$ cat config.mk
export PLATFORM = sky130hd
export DESIGN_NAME = irq_subsystem
export DESIGN_NICKNAME = d
export VERILOG_FILES = /design/src/design/irq_cfg_pkg.sv /design/src/design/irq_ctrl_pkg.sv /design/src/design/fetch_pc_unit.sv /design/src/design/interrupt_controller.sv /design/src/design/irq_cfg_regs.sv /design/src/design/irq_subsystem.sv /design/src/design/irq_sync.sv
export VERILOG_INCLUDE_DIRS = /design/src /design/src/design
export SDC_FILE = /design/constraint.sdc
export NUM_CORES = 1
export LEC_CHECK = 0
export BUFFER_PORTS_ARGS = -buffer_cell sky130_fd_sc_hd__buf_2
export CORE_UTILIZATION = 55
export DETAILED_ROUTE_END_ITERATION = 6
export GPL_ROUTABILITY_DRIVEN = 1
export PLACE_DENSITY = 0.87
export SETUP_SLACK_MARGIN = 0.2
export SLEW_MARGIN = 10
export SYNTH_ARGS = -nofsm -noshare
export SYNTH_HDL_FRONTEND = slang
export SYNTH_HIERARCHICAL = 1
export SYNTH_SLANG_ARGS = --single-unit
$ cat constraint.sdc
create_clock -name clk -period 2 [get_ports clk]
set_input_delay 0.1 -clock clk [delete_from_list [all_inputs] [get_ports clk]]
set_output_delay 0.1 -clock clk [all_outputs]
set_load 0.1 [all_outputs]
$ cat src/design/irq_macros.svh
`ifndef IRQ_MACROS_SVH
`define IRQ_MACROS_SVH

// width of the fetch program counter and of every address that follows it.
`define IRQ_PC_WIDTH 12

// fetch-enabled cycles the pipeline needs to empty before a redirect.
`define IRQ_DRAIN_CYCLES 4

// width of the opcode field seen at fetch.
`define IRQ_OPCODE_WIDTH 7

// the SYSTEM major opcode ends the interrupt service routine.
`define IRQ_OPC_SYSTEM 7'h73

// vector used until software writes a new one.
`define IRQ_RESET_VECTOR 12'h100

`endif

$ cat src/design/irq_cfg_pkg.sv
`default_nettype none

package irq_cfg_pkg;

    // operations carried on the configuration request/acknowledge bus.
    // the two writes take their data from cfg_wdata.
    // the two reads return their result on cfg_rdata with the acknowledge.
    typedef enum logic [1:0] {
        op_write_vector = 2'd0,
        op_write_enable = 2'd1,
        op_read_status  = 2'd2,
        op_read_save_pc = 2'd3
    } cfg_op_t;

endpackage

`default_nettype wire

$ cat src/design/irq_ctrl_pkg.sv
`default_nettype none

package irq_ctrl_pkg;

    // states of the interrupt entry and return sequencer.
    // st_idle runs normal fetch and waits for an accepted interrupt.
    // st_drain_entry holds fetch while older instructions leave the pipeline.
    // st_in_isr runs the handler until a SYSTEM opcode is fetched.
    // st_drain_return empties the pipeline again before going back.
    typedef enum logic [1:0] {
        st_idle         = 2'd0,
        st_drain_entry  = 2'd1,
        st_in_isr       = 2'd2,
        st_drain_return = 2'd3
    } irq_state_t;

endpackage

`default_nettype wire

$ cat src/design/fetch_pc_unit.sv
`timescale 1ns/1ps
`default_nettype none

`include "irq_macros.svh"

module fetch_pc_unit (
    input  logic                        clk,
    input  logic                        nrst,
    input  logic                        fetch_en,
    input  logic                        stall,
    input  logic                        sel_isr,
    input  logic                        ret_isr,
    input  logic [`IRQ_PC_WIDTH-1:0]    isr_vector,
    input  logic [`IRQ_PC_WIDTH-1:0]    save_pc,
    input  logic                        corr_valid,
    input  logic [`IRQ_PC_WIDTH-1:0]    corr_pc,
    output logic [`IRQ_PC_WIDTH-1:0]    pc
);

    localparam logic [`IRQ_PC_WIDTH-1:0] pc_step = 1;

    // the redirect pulses come once per drain and must never be dropped,
    // so they load pc whether or not fetch is enabled in that cycle.
    // everything else waits for fetch_en.
    always_ff @(posedge clk) begin
        if (!nrst) begin
            pc <= '0;
        end else if (sel_isr) begin
            pc <= isr_vector;
        end else if (ret_isr) begin
            pc <= save_pc;
        end else if (stall) begin
            // hold while the pipeline drains.
            pc <= pc;
        end else if (fetch_en) begin
            if (corr_valid) begin
                pc <= corr_pc;
            end else begin
                pc <= pc + pc_step;
            end
        end
    end

endmodule

`default_nettype wire

$ cat src/design/interrupt_controller.sv
`timescale 1ns/1ps
`default_nettype none

`include "irq_macros.svh"

module interrupt_controller (
    input  logic                            clk,
    input  logic                            nrst,
    input  logic                            irq_pending,
    input  logic                            irq_enable,
    input  logic [`IRQ_PC_WIDTH-1:0]        pc,
    input  logic [`IRQ_OPCODE_WIDTH-1:0]    opcode,
    input  logic                            fetch_en,
    input  logic                            corr_valid,
    input  logic [`IRQ_PC_WIDTH-1:0]        corr_pc,
    output logic                            irq_taken,
    output logic                            stall,
    output logic                            sel_isr,
    output logic                            ret_isr,
    output logic [`IRQ_PC_WIDTH-1:0]        save_pc,
    output irq_ctrl_pkg::irq_state_t        state
);

    localparam logic [2:0] drain_last = 3'(`IRQ_DRAIN_CYCLES - 1);

    logic [2:0] drain_cnt;
    logic       in_drain;
    logic       drain_done;
    logic       ret_op;

    assign in_drain = (state == irq_ctrl_pkg::st_drain_entry) ||
                      (state == irq_ctrl_pkg::st_drain_return);

    // the drain only counts cycles in which fetch actually moved.
    assign drain_done = in_drain && fetch_en && (drain_cnt == drain_last);

    assign ret_op = fetch_en && (opcode == `IRQ_OPC_SYSTEM);

    always_ff @(posedge clk) begin
        if (!nrst) begin
            drain_cnt <= '0;
        end else if (drain_done) begin
            drain_cnt <= '0;
        end else if (in_drain && fetch_en) begin
            drain_cnt <= drain_cnt + 3'd1;
        end
    end

    always_ff @(posedge clk) begin
        if (!nrst) begin
            state     <= irq_ctrl_pkg::st_idle;
            stall     <= 1'b0;
            sel_isr   <= 1'b0;
            ret_isr   <= 1'b0;
            irq_taken <= 1'b0;
            save_pc   <= '0;
        end else begin
            // the three strobes are single-cycle unless a branch below sets them.
            irq_taken <= 1'b0;
            sel_isr   <= 1'b0;
            ret_isr   <= 1'b0;

            case (state)
                irq_ctrl_pkg::st_idle: begin
                    // pc is still being restored while ret_isr is high.
                    if (irq_pending && irq_enable && !ret_isr) begin
                        state     <= irq_ctrl_pkg::st_drain_entry;
                        save_pc   <= pc;
                        irq_taken <= 1'b1;
                        stall     <= 1'b1;
                    end
                end

                irq_ctrl_pkg::st_drain_entry: begin
                    // a branch resolved by an older instruction moves the return point.
                    if (corr_valid) begin
                        save_pc <= corr_pc;
                    end
                    if (drain_done) begin
                        state   <= irq_ctrl_pkg::st_in_isr;
                        stall   <= 1'b0;
                        sel_isr <= 1'b1;
                    end
                end

                irq_ctrl_pkg::st_in_isr: begin
                    if (ret_op) begin
                        state <= irq_ctrl_pkg::st_drain_return;
                        stall <= 1'b1;
                    end
                end

                irq_ctrl_pkg::st_drain_return: begin
                    if (drain_done) begin
                        state   <= irq_ctrl_pkg::st_idle;
                        stall   <= 1'b0;
                        ret_isr <= 1'b1;
                    end
                end

                default: begin
                    state <= irq_ctrl_pkg::st_idle;
                    stall <= 1'b0;
                end
            endcase
        end
    end

endmodule

`default_nettype wire

$ cat src/design/irq_cfg_regs.sv
`timescale 1ns/1ps
`default_nettype none

`include "irq_macros.svh"

module irq_cfg_regs (
    input  logic                          clk,
    input  logic                          nrst,
    input  logic                          cfg_req,
    input  irq_cfg_pkg::cfg_op_t          cfg_op,
    input  logic [`IRQ_PC_WIDTH-1:0]      cfg_wdata,
    output logic                          cfg_ack,
    output logic [`IRQ_PC_WIDTH-1:0]      cfg_rdata,
    input  logic                          irq_pending,
    input  irq_ctrl_pkg::irq_state_t      state,
    input  logic [`IRQ_PC_WIDTH-1:0]      save_pc,
    output logic                          irq_enable,
    output logic [`IRQ_PC_WIDTH-1:0]      isr_vector
);

    // acknowledge side of the four-phase handshake.
    typedef enum logic {
        hs_wait_req,
        hs_wait_release
    } hs_state_t;

    hs_state_t                  hs_state;
    logic                       accept;
    logic [`IRQ_PC_WIDTH-1:0]   status_word;

    always_ff @(posedge clk) begin
        if (!nrst) begin
            hs_state <= hs_wait_req;
        end else begin
            case (hs_state)
                hs_wait_req:     if (cfg_req) hs_state <= hs_wait_release;
                hs_wait_release: if (!cfg_req) hs_state <= hs_wait_req;
                default:         hs_state <= hs_wait_req;
            endcase
        end
    end

    assign cfg_ack = (hs_state == hs_wait_release);

    // each request is executed once, on the edge that first sees it.
    assign accept = cfg_req && (hs_state == hs_wait_req);

    // status layout is enable in bit 0, pending in bit 1 and the sequencer state above.
    assign status_word = {{(`IRQ_PC_WIDTH-4){1'b0}}, state, irq_pending, irq_enable};

    always_ff @(posedge clk) begin
        if (!nrst) begin
            isr_vector <= `IRQ_RESET_VECTOR;
            irq_enable <= 1'b1;
        end else if (accept) begin
            case (cfg_op)
                irq_cfg_pkg::op_write_vector: isr_vector <= cfg_wdata;
                irq_cfg_pkg::op_write_enable: irq_enable <= cfg_wdata[0];
                default:                      ;
            endcase
        end
    end

    // read data is valid from the first acknowledged cycle until the next request.
    always_ff @(posedge clk) begin
        if (accept) begin
            case (cfg_op)
                irq_cfg_pkg::op_read_status:  cfg_rdata <= status_word;
                irq_cfg_pkg::op_read_save_pc: cfg_rdata <= save_pc;
                default:                      cfg_rdata <= '0;
            endcase
        end
    end

endmodule

`default_nettype wire

$ cat src/design/irq_subsystem.sv
`timescale 1ns/1ps
`default_nettype none

`include "irq_macros.svh"

module irq_subsystem (
    input  logic                            clk,
    input  logic                            nrst,
    input  logic                            irq_n,
    input  logic [`IRQ_OPCODE_WIDTH-1:0]    opcode,
    input  logic                            fetch_en,
    input  logic                            corr_valid,
    input  logic [`IRQ_PC_WIDTH-1:0]        corr_pc,
    input  logic                            cfg_req,
    input  irq_cfg_pkg::cfg_op_t            cfg_op,
    input  logic [`IRQ_PC_WIDTH-1:0]        cfg_wdata,
    output logic                            cfg_ack,
    output logic [`IRQ_PC_WIDTH-1:0]        cfg_rdata,
    output logic [`IRQ_PC_WIDTH-1:0]        pc,
    output logic                            stall
);

    logic                           irq_pending;
    logic                           irq_taken;
    logic                           irq_enable;
    logic [`IRQ_PC_WIDTH-1:0]       isr_vector;
    logic                           sel_isr;
    logic                           ret_isr;
    logic [`IRQ_PC_WIDTH-1:0]       save_pc;
    irq_ctrl_pkg::irq_state_t       state;

    irq_sync u_sync (
        .clk         (clk),
        .nrst        (nrst),
        .irq_n       (irq_n),
        .irq_taken   (irq_taken),
        .irq_pending (irq_pending)
    );

    irq_cfg_regs u_cfg (
        .clk         (clk),
        .nrst        (nrst),
        .cfg_req     (cfg_req),
        .cfg_op      (cfg_op),
        .cfg_wdata   (cfg_wdata),
        .cfg_ack     (cfg_ack),
        .cfg_rdata   (cfg_rdata),
        .irq_pending (irq_pending),
        .state       (state),
        .save_pc     (save_pc),
        .irq_enable  (irq_enable),
        .isr_vector  (isr_vector)
    );

    interrupt_controller u_ctrl (
        .clk         (clk),
        .nrst        (nrst),
        .irq_pending (irq_pending),
        .irq_enable  (irq_enable),
        .pc          (pc),
        .opcode      (opcode),
        .fetch_en    (fetch_en),
        .corr_valid  (corr_valid),
        .corr_pc     (corr_pc),
        .irq_taken   (irq_taken),
        .stall       (stall),
        .sel_isr     (sel_isr),
        .ret_isr     (ret_isr),
        .save_pc     (save_pc),
        .state       (state)
    );

    fetch_pc_unit u_pc (
        .clk         (clk),
        .nrst        (nrst),
        .fetch_en    (fetch_en),
        .stall       (stall),
        .sel_isr     (sel_isr),
        .ret_isr     (ret_isr),
        .isr_vector  (isr_vector),
        .save_pc     (save_pc),
        .corr_valid  (corr_valid),
        .corr_pc     (corr_pc),
        .pc          (pc)
    );

endmodule

`default_nettype wire

$ cat src/design/irq_sync.sv
`timescale 1ns/1ps
`default_nettype none

module irq_sync (
    input  logic clk,
    input  logic nrst,
    input  logic irq_n,
    input  logic irq_taken,
    output logic irq_pending
);

    // the pin is asynchronous, so it passes two flops before any logic sees it.
    logic sync_meta;
    logic sync_q;
    logic sync_last;
    logic irq_fall;

    always_ff @(posedge clk) begin
        if (!nrst) begin
            sync_meta <= 1'b1;
            sync_q    <= 1'b1;
            sync_last <= 1'b1;
        end else begin
            sync_meta <= irq_n;
            sync_q    <= sync_meta;
            sync_last <= sync_q;
        end
    end

    // only the high-to-low transition requests service.
    assign irq_fall = sync_last && !sync_q;

    // a fresh edge in the same cycle as the acknowledge keeps the request alive.
    always_ff @(posedge clk) begin
        if (!nrst) begin
            irq_pending <= 1'b0;
        end else if (irq_fall) begin
            irq_pending <= 1'b1;
        end else if (irq_taken) begin
            irq_pending <= 1'b0;
        end
    end

endmodule

`default_nettype wire

# [After elaboration in Yosys (flattened, before gate mapping)]
# Index checks and enable logic that the tools add are counted.
[op_classes] n_addsub=2 n_eq_ne=15 muxes=23 bitwise=2 reduce_logical=26
[op_table] operator="$mux 12" n=7
[op_table] operator="$pmux 12 s2" n=2
[op_table] operator="$add 12x1->12 const B" n=1
[op_table] operator="$reduce_and 2->1" n=6
[op_table] operator="$ne 2x1->1 const B" n=5
[op_table] operator="$eq 2x2->1 const B" n=4
[op_table] operator="$mux 1" n=8
[op_table] operator="$mux 2" n=4
[op_table] operator="$pmux 2 s4" n=1
[op_table] operator="$eq 7x7->1 const B" n=1
[op_table] operator="$logic_and 1x1->1" n=7
[op_table] operator="$reduce_and 3->1" n=2
[op_table] operator="$eq 2x1->1 const B" n=2
[op_table] operator="$logic_not 2->1" n=2
[op_table] operator="$reduce_and 4->1" n=1
[op_table] operator="$reduce_bool 2->1" n=2
[op_table] operator="$reduce_or 2->1" n=2
[op_table] operator="$add 3x1->3 const B" n=1
[op_table] operator="$eq 3x2->1 const B" n=1
[op_table] operator="$ne 3x3->1 const B" n=1
[op_table] operator="$pmux 1 s3" n=1
[op_table] operator="$reduce_bool 3->1" n=1
[op_table] operator="$logic_not 1->1" n=2
[op_table] operator="$ne 2x2->1 const B" n=1
[op_table] operator="2 further kinds" n=3
[word_totals] reg_bits=63 inputBits=39 out_inout_bits=26 wordCells=84

# [Depth between registers and ports, before layout]
[depth] ltp_word=6 mapped_depth=8 depth_no_buf=6

# [Cells and area by module]
# The synthesis kept the hierarchy.
[modules_own_cells] mod="irq_cfg_regs" n_inst=1 cells_per_inst=91 area_per_inst_um2=1072.3 seq_area_each_um2=640.6
[modules_own_cells] mod="interrupt_controller" n_inst=1 cells_per_inst=105 area_per_inst_um2=1063.5 seq_area_each_um2=420.4
[modules_own_cells] mod="fetch_pc_unit" n_inst=1 cells_per_inst=143 area_per_inst_um2=1054.8 seq_area_each_um2=240.2
[modules_own_cells] mod="irq_sync" n_inst=1 cells_per_inst=10 area_per_inst_um2=130.1 seq_area_each_um2=80.1

# [Worst setup path before layout]
# OpenSTA, ideal clock, no wires.
[synth_path] path_type="register to register" startpoint="reg u_pc.pc[1]" endpoint="reg u_pc.pc[10]" setup_ns=0.119 arrival_time_ns=2.342 t_required_ns=1.881 slack_ns=-0.460 path_stages_with_launch=6 n_path_buf=0 synth_period_minus_slack_ns=2.460 cell_sequence="dfxtp_1 ha_1 nand3_2 or3_1 or3_1 o2111a_1"
[synth_via] elab_chain_len=6
[synth_lines] element="start: declaration" line="fetch_pc_unit.sv:17" rtl="output logic [`IRQ_PC_WIDTH-1:0] pc"
[synth_lines] element="start signal: assignment" line="fetch_pc_unit.sv:29" rtl="pc <= isr_vector;"
[synth_lines] element="start signal: assignment" line="fetch_pc_unit.sv:31" rtl="pc <= save_pc;"
[synth_lines] element="start signal: assignment" line="fetch_pc_unit.sv:34" rtl="pc <= pc;"
[synth_lines] element="$add 12x1->12" line="fetch_pc_unit.sv:39" rtl="pc <= pc + pc_step;"
[synth_lines] element="$mux 12" line="fetch_pc_unit.sv:36" rtl="if (corr_valid) begin"
[synth_lines] element="$mux 12" line="fetch_pc_unit.sv:35" rtl="end else if (fetch_en) begin"
[synth_lines] element="$mux 12" line="fetch_pc_unit.sv:32" rtl="end else if (stall) begin"
[synth_lines] element="$mux 12" line="fetch_pc_unit.sv:30" rtl="end else if (ret_isr) begin"
[synth_lines] element="$mux 12" line="fetch_pc_unit.sv:28" rtl="end else if (sel_isr) begin"
# No other way between the ends. The select of a mux whose other input is x is not followed.
# A chain may end at the register's enable or synchronous reset.

# [Worst setup path in the final report]
[layout_path] startpoint="reg u_ctrl.state[1]" endpoint="reg u_ctrl.save_pc[0]"
[layout_via] elab_chain_len=3 elab_cells_between_ends=7 classes_between="eq/ne (3); mux (1); reduce/logical (3)"
[layout_lines] element="start: declaration" line="interrupt_controller.sv:21" rtl="output irq_ctrl_pkg::irq_state_t state"
[layout_lines] element="start signal: assignment" line="interrupt_controller.sv:51" rtl="state <= irq_ctrl_pkg::st_idle;"
[layout_lines] element="start signal: assignment" line="interrupt_controller.sv:67" rtl="state <= irq_ctrl_pkg::st_drain_entry;"
[layout_lines] element="start signal: assignment" line="interrupt_controller.sv:80" rtl="state <= irq_ctrl_pkg::st_in_isr;"
[layout_lines] element="$eq 2x1->1 / $logic_not 2->1 (equally long branches)" line="interrupt_controller.sv:63" rtl="case (state)"
[layout_lines] element="$ne 2x2->1 (no source line) (tied with other cells)"
[layout_lines] element="$reduce_and 3->1 (no source line)"
[layout_lines] element="end signal: assignment" line="interrupt_controller.sv:68" rtl="save_pc <= pc;"
[layout_lines] element="end signal: assignment" line="interrupt_controller.sv:77" rtl="save_pc <= corr_pc;"
[layout_lines] element="end: declaration" line="interrupt_controller.sv:20" rtl="output logic [`IRQ_PC_WIDTH-1:0] save_pc,"
# Several ways; a longest one is shown, not always the timed one.

==> out/qor.txt <==
Starting DRT DRC Count -> 296
RSZ-0062 raised after global routing -> false
Clock latency at the later pin of the worst-skew pair -> 0.34 ns
Max cap viols -> 0
Skew final -> 0.00656 ns
Final Hold Fails -> 0
Crit path time final -> 1.67 ns
Final setup viols -> 0
Fin Setup TNS -> 0 ns
CP top delay family -> flip-flops
Post-synthesis sequential area ratio -> 41.6%
Clock sinks -> 63
Synth cell types -> 62
Gr usage total -> 27.0%
Top_reg_cell synth -> dfxtp_1
WS Path Type -> flop to flop
Overall via count from detail_route -> 2,954
Port Buffer Count -> 64
Number of synthesized flops with an enable pin -> 12
Placer Congestion -> 0.989
Die ar. -> 0.00635 sq mm
TritonCTS clock tree -> done
Period utilization -> 83.6%
Final Power -> 4.62 mW
Site Rows -> 27
Drt first pass iters -> 5
Buf/Inv on CP -> 2
Syn Nets -> 396
DR DRC count -> 0
Commonest non-fill, non-tap cells in the layout -> buf_2 (64), nand2_1 (51), dfxtp_1 (39)
CP Launch Type -> flop
VDD IR max -> 0.582 mV
ANT cells -> 0
Post-DR wirelength/cell -> 16.5 um
H-tree Lvls -> 3
Number of antenna violations at the first check in global routing -> 0
NumNets Final -> 459
Detailed placement HPWL -> 5800 um
Antenna Nets Post-Route -> 0
DP Worst Slack -> 0.235 ns
Die width -> 79.7 um
Synthesis-stage register bit count -> 63
Fmax -> 0.598 GHz
Post-synthesis cell area -> 0.00332 sq mm
Dpl cell area -> 0.00372 sq mm
Slew @ Worst Pin -> 0.536 ns
Critical path arrival -> 1.91 ns
Top Ports -> 65
FFs w/ async S/R, synth -> 0%
Area growth syn-to-layout -> 19.9%
Clock root buffer -> clkbuf_8
Leakage power -> 1.73 nW
Remaining Overflow, GRT -> 0
Leading cell type in the layout, fill and taps excluded -> buf_2
CP Capture Type -> flop
Cts bufs inserted -> 9
First-pass GRT wire length -> 12,900 um
Rel. slew slack -> 64.3%
Power Density -> 1160 mW/mm^2
Core area -> 0.00568 sq mm
Final wirelength -> 8070 um
Cells along the critical path -> inv_1 -> ha_2 -> mux2i_1 -> a21oi_4 -> buf_6 -> nand2_1 -> o211a_1
Post-Route Hold Slack -> 0.00966 ns
Syn Inst Count -> 349
Setup bufs post-CTS -> 0
Final instance area -> 0.00398 sq mm
Vias per cell -> 6.04
Status -> completed
HP Class -> input port to flop
Layout cells sized above 1 -> 26.6%
Final WS setup -> 0.328 ns
Clock tree buffer depth -> 2
Die Y-Extent -> 79.7 um
Vias in the first global route -> 2,666
# fillers -> 441
Worst EP required -> 2.23 ns
Largest net degree at the start of global routing -> 33
Highest-delay cell along the critical path -> dfxtp_1
Crit-path max FO -> 24
YS warnings -> 6
Starting Density -> 58.5%
Max Slew Vio Count -> 0
Avg Cell Area, Syn -> 9.51 sq um
Worst stage delay on the critical path -> 0.42 ns
CTS clk-pin slew, worst paths -> 0.07 ns
## synth_stat cells, drive strengths merged, types with 2 or more instances
library cell,n,share of area (%)
and3,9,1.7
a31o,2,0.53
a2111oi,2,0.53
nand3b,2,0.45
o31ai,2,0.45
nor2b,15,2.8
a31oi,2,0.38
nor3,4,0.60
buf,11,2.4
o211a,12,3.6
o221ai,2,0.53
o22ai,4,0.75
or3,4,0.75
a21oi,11,2.0
nor2,9,1.0
o211ai,7,1.6
nor3b,3,0.68
clkbuf,12,1.4
and4,3,0.79
ha,8,3.0
o21ai,12,1.8
nand2,51,5.8
mux2i,35,11
or4,2,0.45
a221oi,5,1.3
nand2b,8,1.7
dfxtp,51,31
edfxtp,12,11
inv,9,1.0
nand4b,6,1.6
nand3,12,2.1
## report_power, final
group          total [mW]  internal [mW]  switching, mW
combinational        1.60          0.537           1.06
clock                1.27          0.797          0.476
sequential           1.75           1.52          0.230
## worst min-delay path, stage by stage
cell,delay [ns]
buf_2,0.09
nand2_1,0.04
mux2i_1,0.05
## metal layers
layer | track usage, % | share of wire, %
met4 | 14.7 | 3.2
met3 | 6.40 | 8.5
met2 | 41.3 | 46
met1 | 34.8 | 42
met5 | 0 | 0
## layout make-up
cell class | instances | area, sq um | share of cell area, %
Tap cell | 72 | 90.1 | 2.26
Inverter | 10 | 37.5 | 0.943
Sequential cell | 63 | 1400 | 35.2
Clock buffer | 15 | 209 | 5.25
Clock inverter | 1 | 30.0 | 0.754
Multi-Input combinational cell | 253 | 1790 | 45.0
Timing Repair Buffer | 75 | 422 | 10.6
## state kept, by name, indices dropped and copies added (netlist names), 2 cells and up
register and flops:
u_cfg/cfg_rdata 12, u_cfg/isr_vector 12, u_ctrl/save_pc 12, u_pc/pc 12, u_ctrl/drain_cnt 3, u_ctrl/state 2
## worst paths after layout
check                               start                                end  slack [ns]  depth (start not counted)
min reg2reg   u_sync/sync_meta$_SDFF_PN1_           u_sync/sync_q$_SDFF_PN1_        0.42                          1
max          u_ctrl/state[1]$_SDFFE_PN0P_     u_ctrl/save_pc[0]$_SDFFE_PN0P_        0.33                          7
max reg2reg  u_ctrl/state[1]$_SDFFE_PN0P_     u_ctrl/save_pc[0]$_SDFFE_PN0P_        0.33                          7
min                         cfg_wdata[11]  u_cfg/isr_vector[11]$_SDFFE_PN0P_        0.01                          3
## cells by family after synthesis
| kind of cell | after synthesis | synth area share, % |
|---|---|---|
| compound gates | 74 | 17.1 |
| fa+ha+maj | 8 | 3.01 |
| simple gates | 134 | 22.2 |
| buf+inv | 33 | 4.94 |
| mux | 36 | 10.9 |
| xor+xnor | 1 | 0.264 |
| flops | 63 | 41.6 |
## stage by stage
step / std cells / utilization, %
floorplan: 349 / -
global placement: 472 / 65.6
detailed placement: 472 / 65.6
CTS: 489 / 70.0
global route: 489 / 70.2
finish: 489 / 70.2
## timing repair
action,CTS,global route
hold buffers,1,0
endpoints found under the setup margin,0,15
resized for setup,0,4
endpoints found under the hold margin,1,0
Note: power is estimated with default switching activity, not from simulation.
